`config.mk`:
```
export PLATFORM = sky130hd
export DESIGN_NAME = pcm_sound
export DESIGN_NICKNAME = d
export VERILOG_FILES = /design/src/hdl/pcm_pkg.sv /design/src/hdl/pcm_regs.sv /design/src/hdl/pcm_channel.sv /design/src/hdl/pcm_mixer.sv /design/src/hdl/pcm_sound.sv
export SDC_FILE = /design/constraint.sdc
export NUM_CORES = 2
export LEC_CHECK = 0
export BUFFER_PORTS_ARGS = -buffer_cell sky130_fd_sc_hd__buf_2
export CAP_MARGIN = 20
export CORE_MARGIN = 2
export CORE_UTILIZATION = 65
export CTS_CLUSTER_SIZE = 28
export DETAILED_ROUTE_END_ITERATION = 10
export HOLD_SLACK_MARGIN = 0.03
export MAX_ROUTING_LAYER = met4
export PLACE_DENSITY_LB_ADDON = 0.08
export SLEW_MARGIN = 20
export SYNTH_ARGS = -nofsm -noshare
export SYNTH_HDL_FRONTEND = slang
export SYNTH_SLANG_ARGS = --single-unit
export TNS_END_PERCENT = 10
```
`constraint.sdc`:
```
create_clock -name clk -period 27 [get_ports clk]
set_input_delay 4.05 -clock clk [delete_from_list [all_inputs] [get_ports clk]]
set_output_delay 4.05 -clock clk [all_outputs]
set_load 0.01 [all_outputs]
```
`src/hdl/pcm_pkg.sv`:
```
`default_nettype none

package pcm_pkg;

    localparam int num_ch = 4;
    localparam int rom_aw = 21;

    typedef logic signed [11:0] ch_snd_t;
    typedef logic signed [13:0] mix_snd_t;
    typedef logic        [ 6:0] pan_gain_t;

    // sound CPU register map
    localparam logic [5:0] reg_keyon      = 6'h28;
    localparam logic [5:0] reg_status     = 6'h29;
    localparam logic [5:0] reg_loop_adpcm = 6'h2A;
    localparam logic [5:0] reg_pan01      = 6'h2C;
    localparam logic [5:0] reg_pan23      = 6'h2D;
    localparam logic [5:0] reg_rom_rd     = 6'h2E;
    localparam logic [5:0] reg_mode       = 6'h2F;

    // first byte of each field in the channel bank
    localparam int ch_pitch  = 0;
    localparam int ch_length = 2;
    localparam int ch_start  = 4;
    localparam int ch_volume = 7;

    // pan code to gain, code 0 is silent on both sides
    localparam pan_gain_t pan_left [8] = '{
        7'd0, 7'd127, 7'd116, 7'd104, 7'd90, 7'd73, 7'd52, 7'd0
    };
    localparam pan_gain_t pan_right [8] = '{
        7'd0, 7'd0, 7'd52, 7'd73, 7'd90, 7'd104, 7'd116, 7'd127
    };

endpackage

`default_nettype wire

```
`src/hdl/pcm_regs.sv`:
```
`timescale 1ns/1ps
`default_nettype none

module pcm_regs import pcm_pkg::*; (
    input  logic              clk,
    input  logic              rst,
    // main CPU
    input  logic              ma0,
    input  logic              mrdnw,
    input  logic              mcs,
    input  logic [7:0]        mdout,
    output logic [7:0]        mdin,
    // sound CPU
    input  logic [5:0]        addr,
    input  logic              wr_n,
    input  logic              rd_n,
    input  logic              cs,
    input  logic [7:0]        din,
    output logic [7:0]        dout,
    // channel side
    input  logic [num_ch-1:0] over,
    input  logic [7:0]        rom0_data,
    output logic [num_ch-1:0] ch_we,
    output logic [num_ch-1:0] keyon,
    output logic [num_ch-1:0] loop,
    output logic [num_ch-1:0] adpcm_en,
    output logic              mix_en,
    output pan_gain_t         pan_l [num_ch],
    output pan_gain_t         pan_r [num_ch]
);
    logic [7:0] pm2s [2];
    logic [7:0] ps2m [2];
    logic [2:0] pan_code [num_ch];
    logic [1:0] mode;

    assign mix_en = mode[1];

    // main CPU side of the mailbox
    always_ff @(posedge clk or posedge rst) begin
        if (rst) begin
            pm2s[0] <= '0;
            pm2s[1] <= '0;
            mdin    <= '0;
        end else if (mcs) begin
            mdin <= ps2m[ma0];
            if (!mrdnw) begin
                pm2s[ma0] <= mdout;
            end
        end
    end

    // sound CPU writes and registered readback
    always_ff @(posedge clk or posedge rst) begin
        if (rst) begin
            ps2m[0]  <= '0;
            ps2m[1]  <= '0;
            keyon    <= '0;
            loop     <= '0;
            adpcm_en <= '0;
            mode     <= '0;
            dout     <= '0;
            for (int i = 0; i < num_ch; i++) begin
                pan_code[i] <= '0;
            end
        end else if (cs) begin
            if (!wr_n) begin
                case (addr)
                    6'h02, 6'h03:   ps2m[addr[0]] <= din;
                    reg_keyon:      keyon <= din[3:0];
                    reg_loop_adpcm: {adpcm_en, loop} <= din;
                    reg_pan01:      {pan_code[1], pan_code[0]} <= din[5:0];
                    reg_pan23:      {pan_code[3], pan_code[2]} <= din[5:0];
                    reg_mode:       mode <= din[1:0];
                    default: ;
                endcase
            end
            if (!rd_n) begin
                case (addr)
                    6'h00, 6'h01: dout <= pm2s[addr[0]];
                    // status bits read 1 while a channel is still playing
                    reg_status:   dout <= {4'd0, ~over};
                    reg_rom_rd:   dout <= mode[0] ? rom0_data : 8'd0;
                    default:      dout <= 8'd0;
                endcase
            end
        end
    end

    // 0x08..0x27 map onto channel banks 0..3
    always_comb begin
        for (int i = 0; i < num_ch; i++) begin
            ch_we[i] = cs && !wr_n && (addr[5:3] == 3'(i + 1));
        end
    end

    always_comb begin
        for (int i = 0; i < num_ch; i++) begin
            pan_l[i] = pan_left[pan_code[i]];
            pan_r[i] = pan_right[pan_code[i]];
        end
    end

    ch_we_onehot: assert property (@(posedge clk) disable iff (rst) $onehot0(ch_we));

endmodule

`default_nettype wire

```
`src/hdl/pcm_channel.sv`:
```
`timescale 1ns/1ps
`default_nettype none

module pcm_channel import pcm_pkg::*; (
    input  logic              clk,
    input  logic              rst,
    input  logic              cen,
    // register bank write port
    input  logic [2:0]        reg_addr,
    input  logic [7:0]        din,
    input  logic              we,
    // control
    input  logic              keyon,
    input  logic              loop,
    input  logic              adpcm_en,
    input  pan_gain_t         pan_l,
    input  pan_gain_t         pan_r,
    // sample ROM
    input  logic [7:0]        rom_data,
    output logic [rom_aw-1:0] rom_addr,
    output logic              rom_cs,
    // output
    output ch_snd_t           snd_l,
    output ch_snd_t           snd_r,
    output logic              over,
    output logic              sample
);
    logic        [7:0]        mmr [8];
    logic        [rom_aw-1:0] start;
    logic        [15:0]       length;
    logic        [11:0]       pitch;
    logic        [6:0]        volume;

    logic        [16:0]       cnt;
    logic                     cnt_dec;
    logic        [11:0]       pitch_cnt;
    logic        [12:0]       nx_pitch;
    logic                     nib_hi;
    logic        [3:0]        nibble;
    logic signed [7:0]        delta;
    logic signed [7:0]        acc;
    logic signed [7:0]        acc_q;
    logic        [13:0]       vol_l;
    logic        [13:0]       vol_r;
    logic signed [15:0]       mul_l;
    logic signed [15:0]       mul_r;

    assign start  = {mmr[ch_start+2][4:0], mmr[ch_start+1], mmr[ch_start]};
    assign length = {mmr[ch_length+1], mmr[ch_length]};
    assign pitch  = {mmr[ch_pitch+1][3:0], mmr[ch_pitch]};
    assign volume = mmr[ch_volume][6:0];

    assign nx_pitch = {1'b0, pitch_cnt} + 13'd1;
    assign sample   = keyon & cen & nx_pitch[12];
    assign over     = cnt[16] & keyon;
    // low nibble plays first
    assign nibble   = nib_hi ? rom_data[7:4] : rom_data[3:0];

    assign mul_l = acc_q * $signed({1'b0, vol_l[13-:7]});
    assign mul_r = acc_q * $signed({1'b0, vol_r[13-:7]});

    // power of two deltas, sign in bit 3
    always_comb begin
        case (nibble)
            4'h0:    delta = 8'sd0;
            4'h1:    delta = 8'sd1;
            4'h2:    delta = 8'sd2;
            4'h3:    delta = 8'sd4;
            4'h4:    delta = 8'sd8;
            4'h5:    delta = 8'sd16;
            4'h6:    delta = 8'sd32;
            4'h7:    delta = 8'sd64;
            4'h8:    delta = 8'sh80;
            4'h9:    delta = 8'shC0;
            4'hA:    delta = 8'shE0;
            4'hB:    delta = 8'shF0;
            4'hC:    delta = 8'shF8;
            4'hD:    delta = 8'shFC;
            4'hE:    delta = 8'shFE;
            default: delta = 8'shFF;
        endcase
    end

    always_ff @(posedge clk or posedge rst) begin
        if (rst) begin
            for (int i = 0; i < 8; i++) begin
                mmr[i] <= '0;
            end
        end else if (we) begin
            mmr[reg_addr] <= din;
        end
    end

    always_ff @(posedge clk or posedge rst) begin
        if (rst) begin
            rom_addr  <= '0;
            rom_cs    <= 1'b0;
            cnt       <= '0;
            cnt_dec   <= 1'b0;
            pitch_cnt <= '0;
            nib_hi    <= 1'b0;
            acc       <= '0;
        end else begin
            cnt_dec <= 1'b0;
            rom_cs  <= 1'b1;
            // count follows the address one clock later
            if (cnt_dec) begin
                cnt <= cnt - 17'd1;
            end
            if (!keyon) begin
                // first byte is skipped
                rom_addr  <= start + rom_aw'(1);
                cnt       <= {1'b0, length};
                pitch_cnt <= pitch;
                nib_hi    <= 1'b0;
                acc       <= '0;
                rom_cs    <= 1'b0;
            end else if (cen) begin
                if (!cnt[16] && nx_pitch[12]) begin
                    nib_hi <= adpcm_en && !nib_hi;
                    if (nib_hi || !adpcm_en) begin
                        if (cnt == 17'd0 && loop) begin
                            rom_addr <= start;
                            cnt      <= {1'b0, length};
                        end else begin
                            rom_addr <= rom_addr + rom_aw'(1);
                            cnt_dec  <= 1'b1;
                        end
                    end
                    acc <= adpcm_en ? acc + delta : $signed(rom_data);
                end
                pitch_cnt <= nx_pitch[12] ? pitch : nx_pitch[11:0];
                // decay towards zero after the end
                if (over) begin
                    acc <= acc >>> 1;
                end
            end
        end
    end

    // gain stage, two clocks from accumulator or gain change
    always_ff @(posedge clk) begin
        acc_q <= acc;
        vol_l <= volume * pan_l;
        vol_r <= volume * pan_r;
    end

    always_ff @(posedge clk or posedge rst) begin
        if (rst) begin
            snd_l <= '0;
            snd_r <= '0;
        end else if (!keyon) begin
            snd_l <= snd_l >>> 1;
            snd_r <= snd_r >>> 1;
        end else begin
            snd_l <= mul_l[15-:12];
            snd_r <= mul_r[15-:12];
        end
    end

    keyoff_no_cs: assert property (@(posedge clk) disable iff (rst) !keyon |=> !rom_cs);

    over_addr_hold: assert property (
        @(posedge clk) disable iff (rst) over |=> $stable(rom_addr)
    );

endmodule

`default_nettype wire

```
`src/hdl/pcm_mixer.sv`:
```
`timescale 1ns/1ps
`default_nettype none

module pcm_mixer import pcm_pkg::*; (
    input  logic              clk,
    input  logic              rst,
    input  logic              cen,
    input  logic              mix_en,
    input  ch_snd_t           ch_snd_l [num_ch],
    input  ch_snd_t           ch_snd_r [num_ch],
    input  logic [num_ch-1:0] ch_sample,
    output mix_snd_t          snd_l,
    output mix_snd_t          snd_r,
    output logic              sample
);
    mix_snd_t sum_l;
    mix_snd_t sum_r;

    assign sample = |ch_sample;

    // four 12-bit voices fit in 14 bits
    always_comb begin
        sum_l = '0;
        sum_r = '0;
        for (int i = 0; i < num_ch; i++) begin
            sum_l = sum_l + mix_snd_t'(ch_snd_l[i]);
            sum_r = sum_r + mix_snd_t'(ch_snd_r[i]);
        end
    end

    always_ff @(posedge clk or posedge rst) begin
        if (rst) begin
            snd_l <= '0;
            snd_r <= '0;
        end else if (mix_en) begin
            snd_l <= sum_l;
            snd_r <= sum_r;
        end else if (cen) begin
            // output off, fade instead of a hard step
            snd_l <= snd_l >>> 1;
            snd_r <= snd_r >>> 1;
        end
    end

endmodule

`default_nettype wire

```
`src/hdl/pcm_sound.sv`:
```
`timescale 1ns/1ps
`default_nettype none

module pcm_sound import pcm_pkg::*; (
    input  logic              clk,
    input  logic              rst,
    input  logic              cen,
    // main CPU
    input  logic              ma0,
    input  logic              mrdnw,
    input  logic              mcs,
    input  logic [7:0]        mdout,
    output logic [7:0]        mdin,
    // sound CPU
    input  logic [5:0]        addr,
    input  logic              wr_n,
    input  logic              rd_n,
    input  logic              cs,
    input  logic [7:0]        din,
    output logic [7:0]        dout,
    // sample ROMs, one per channel
    output logic [rom_aw-1:0] rom_a_addr,
    input  logic [7:0]        rom_a_data,
    output logic              rom_a_cs,
    output logic [rom_aw-1:0] rom_b_addr,
    input  logic [7:0]        rom_b_data,
    output logic              rom_b_cs,
    output logic [rom_aw-1:0] rom_c_addr,
    input  logic [7:0]        rom_c_data,
    output logic              rom_c_cs,
    output logic [rom_aw-1:0] rom_d_addr,
    input  logic [7:0]        rom_d_data,
    output logic              rom_d_cs,
    // stereo output
    output mix_snd_t          snd_l,
    output mix_snd_t          snd_r,
    output logic              sample
);
    logic [num_ch-1:0] ch_we;
    logic [num_ch-1:0] keyon;
    logic [num_ch-1:0] loop;
    logic [num_ch-1:0] adpcm_en;
    logic [num_ch-1:0] over;
    logic [num_ch-1:0] ch_sample;
    logic              mix_en;
    pan_gain_t         pan_l [num_ch];
    pan_gain_t         pan_r [num_ch];
    ch_snd_t           ch_snd_l [num_ch];
    ch_snd_t           ch_snd_r [num_ch];
    logic [rom_aw-1:0] rom_addr [num_ch];
    logic [7:0]        rom_data [num_ch];
    logic [num_ch-1:0] rom_cs;

    assign rom_data[0] = rom_a_data;
    assign rom_data[1] = rom_b_data;
    assign rom_data[2] = rom_c_data;
    assign rom_data[3] = rom_d_data;

    assign rom_a_addr = rom_addr[0];
    assign rom_b_addr = rom_addr[1];
    assign rom_c_addr = rom_addr[2];
    assign rom_d_addr = rom_addr[3];
    assign {rom_d_cs, rom_c_cs, rom_b_cs, rom_a_cs} = rom_cs;

    pcm_regs u_regs (
        .clk       (clk),
        .rst       (rst),
        .ma0       (ma0),
        .mrdnw     (mrdnw),
        .mcs       (mcs),
        .mdout     (mdout),
        .mdin      (mdin),
        .addr      (addr),
        .wr_n      (wr_n),
        .rd_n      (rd_n),
        .cs        (cs),
        .din       (din),
        .dout      (dout),
        .over      (over),
        .rom0_data (rom_a_data),
        .ch_we     (ch_we),
        .keyon     (keyon),
        .loop      (loop),
        .adpcm_en  (adpcm_en),
        .mix_en    (mix_en),
        .pan_l     (pan_l),
        .pan_r     (pan_r)
    );

    // all banks share the low address bits and the data bus
    for (genvar i = 0; i < num_ch; i++) begin : g_ch
        pcm_channel u_ch (
            .clk      (clk),
            .rst      (rst),
            .cen      (cen),
            .reg_addr (addr[2:0]),
            .din      (din),
            .we       (ch_we[i]),
            .keyon    (keyon[i]),
            .loop     (loop[i]),
            .adpcm_en (adpcm_en[i]),
            .pan_l    (pan_l[i]),
            .pan_r    (pan_r[i]),
            .rom_data (rom_data[i]),
            .rom_addr (rom_addr[i]),
            .rom_cs   (rom_cs[i]),
            .snd_l    (ch_snd_l[i]),
            .snd_r    (ch_snd_r[i]),
            .over     (over[i]),
            .sample   (ch_sample[i])
        );
    end

    pcm_mixer u_mixer (
        .clk       (clk),
        .rst       (rst),
        .cen       (cen),
        .mix_en    (mix_en),
        .ch_snd_l  (ch_snd_l),
        .ch_snd_r  (ch_snd_r),
        .ch_sample (ch_sample),
        .snd_l     (snd_l),
        .snd_r     (snd_r),
        .sample    (sample)
    );

endmodule

`default_nettype wire

```
==> qor.txt <==
root buffer selected by CTS: clkbuf_16
Layout Cell Area excl Fill: 73,000 um^2
Worst Path Arrival: 5200 ps
ranking of synthesized cells by area: dfrtp_1 (24%), fa_1 (18%), ha_1 (11%), mux2_2 (5.6%), inv_1 (4.7%)
FF+latch count, synth: 754
clock tree buffer depth: 3
area share of the largest cell type after synthesis: 24.5%
Hold Path Class: reg -> reg
share of layout cells above drive strength 1: 10.6%
placed instance area: 70,100 um^2
placed wire-length estimate: 120 mm
Achievable Freq: 108 MHz
delay-heaviest family, CP: buffers and inverters
RSZ-0062 raised after global routing: no
# port buffers: 195
number of synthesis warnings: 0
critical path peak fanout: 20
Via density: 5.88
max-slew violations: 0
WP buf/inv: 4
post-CTS resize count: 0
Initial Utilization: 65.7%
syn_area_per_cell: 9.50 um^2
status: finished, final reports clean
Setup WS post-layout: 17,750 ps
ANT nets after route: 0
first-pass GRT wire length: 267 mm
Synth cell types: 100
Sink Count: 754
synthesized net count: 8,412
Cells after Synth: 7,169
drt total wl: 161 mm
Die Span Y: 328 um
Ports: 196
Max H-tree Level: 3
Synth Cell Area: 68,100 um^2
Slew HR: 23.2%
Final Hold Fails: 0
kind of critical path: in -> out
Least-Margin Pin Slew: 1150 ps
CP max stage delay: 340 ps
Via Count: 51,178
core area: 104,000 um^2
Final period util: 34.3%
total gr overflow: 0
setup violators final: 0
drt first pass iters: 6
pre-CTS setup slack: 17,800 ps
top-count cell post-synth: inv_1
Clock Pin Slew Worst Setup and Hold Paths: 60 ps
WL/cell: 18.5 um
Synth Flop Type: dfrtp_1
CP max stage cell: a21oi_1
Die Wd: 328 um
CTS tree: built
fin crit period: 9250 ps
Post-synth ARST share: 88.3%
area grow syn2layout: 7.22%
leading area contributor after synthesis: dfrtp_1
max capacitance violation total: 0
All-Layer GR Usage: 31.5%
CTS Buf Count: 84
clk_skew: 58.0 ps
Final Wtd Congestion: 0.889
PD cells: 56.8 nW/um^2
post-synthesis sequential area ratio: 27.1%
largest net degree at the start of global routing: 129
Design Power: 4.14 mW
VDD IR max: 0.0000600 V
Post-synth EDFFs: 0
Starting DRT DRC Count: 3,187
Fillers: 8,119
Post-CTS Hold Buffers: 0
fin nets: 8,481
initial antenna violation count: 11
remaining routing DRC violations: 0
most numerous cell on the critical path: buf_4
TNS Setup: 0 ps
row count: 118
Worst Setup End Kind: primary output
Post CTS Setup Buffer Count: 0
commonest cells in the netlist: inv_1 (855), dfrtp_1 (666), nand2_1 (624)
Critical Path, Cell by Cell: buf_4 > inv_1 > buf_4 > a21oi_1 > buf_2
vias in the first global route: 51,462
worst-skew pair later-pin latency: 690 ps
Pleak: 36.5 nW
Worst EP required: 22,950 ps
crit start category: input port
die area: 107,000 um^2
[path summary, 6_finish.rpt]
kind	to	start	cells past startpoint	slack (ps)
min in group asynchronous	u_regs.mdin[3]	rst	2	3530
max	sample	cen	5	17750
min	g_ch[1].u_ch.acc_q[0]	g_ch[1].u_ch.acc[0]	0	430
max in group asynchronous	g_ch[1].u_ch.snd_l[11]	rst	6	19530
min reg2reg	g_ch[1].u_ch.acc_q[0]	g_ch[1].u_ch.acc[0]	0	430
max reg2reg	g_ch[1].u_ch.vol_l[13]	u_regs.pan_code[6]	18	20870
[final cells by class]
cell class,instances,area [um^2],share of cell area [%]
flip-flops and latches,754,18400,25.2
well taps,1380,1730,2.36
repair buffers,236,1300,1.78
clock inverters,49,564,0.773
inverters,856,3220,4.41
multi-input cells,5306,45500,62.3
clock buffers,107,2290,3.13
diodes,11,27.5,0.0377
[power breakdown]
group,switching (mW),total [mW],internal (mW)
logic,0.756,1.34,0.583
registers,0.285,1.62,1.33
clock network,0.520,1.19,0.670
[cells in the final DEF, fill, tap and decap left out, types with 23 or more instances in the layout]
cell type	Yosys	routed
o22ai_1	36	36
buf_2	23	194
o21a_1	70	70
dfrtp_1	666	662
a21o_1	53	53
a31oi_1	50	50
o21ai_0	367	366
and2_1	494	494
o221ai_1	23	23
xor2_1	107	107
mux2_2	337	337
nor2b_1	159	159
fa_1	606	606
mux2i_1	86	86
inv_1	855	853
nand3_1	138	138
clkbuf_16	0	84
o31ai_1	36	36
buf_4	5	40
nor3_1	85	85
xnor2_1	206	206
and3_1	54	54
nor2_1	383	383
or3_1	29	29
nand2_1	624	624
ha_1	574	574
nor4_1	31	29
a21oi_1	272	272
nand2b_1	51	51
dfxtp_1	88	88
nand4_1	50	50
a211oi_1	49	49
[metal layers]
metal  vias to the layer above  part of all wire (%)  track usage, %
met5                         -                     0               -
met3                       268                   4.6            3.36
met2                      1271                    47            51.1
met1                     25503                    45            42.6
li1                      24136                     -               -
met4                         0                   2.9            8.50
[metrics by stage]
| step | hold WS [ps] | instances | util (%) |
|---|---|---|---|
| 2_1_floorplan | 352 | 7169 | - |
| 3_3_place_gp | 401 | 8531 | 67.6 |
| 3_5_place_dp | 416 | 8531 | 67.6 |
| 4_1_cts | 431 | 8687 | 70.4 |
| 5_1_grt | 448 | 8697 | 70.4 |
| 6_report | 428 | 8699 | 70.5 |
[cell families (layout without fill, tap and decap cells)]
kind of cell	Yosys count	after routing	synth area share (%)
DFF	754	754	27.1
other	0	11	0
xor gates and xnor gates	313	313	4.03
muxes	426	426	6.91
buffers and inverters	1109	1248	6.24
and+or+nand+nor	2217	2217	16.7
adders and majority gates	1180	1180	28.4
AOI/OAI and AO/OA	1170	1170	10.7
[sequential cells by signal, indices dropped and copies added, names as in the netlist, 12 cells and up]
signal / cells
u_regs.pm2s: 16
g_ch.u_ch.acc: 32
g_ch.u_ch.snd_r: 48
g_ch.u_ch.mmr: 160
g_ch.u_ch.cnt: 68
g_ch.u_ch.length: 64
u_regs.pan_code: 12
u_mixer.snd_r: 14
g_ch.u_ch.pitch_cnt: 48
g_ch.u_ch.rom_addr: 84
g_ch.u_ch.snd_l: 48
g_ch.u_ch.vol_r: 28
u_mixer.snd_l: 14
g_ch.u_ch.vol_l: 28
u_regs.ps2m: 16
g_ch.u_ch.acc_q: 32
No activity file was read; power rests on OpenSTA's default activity.
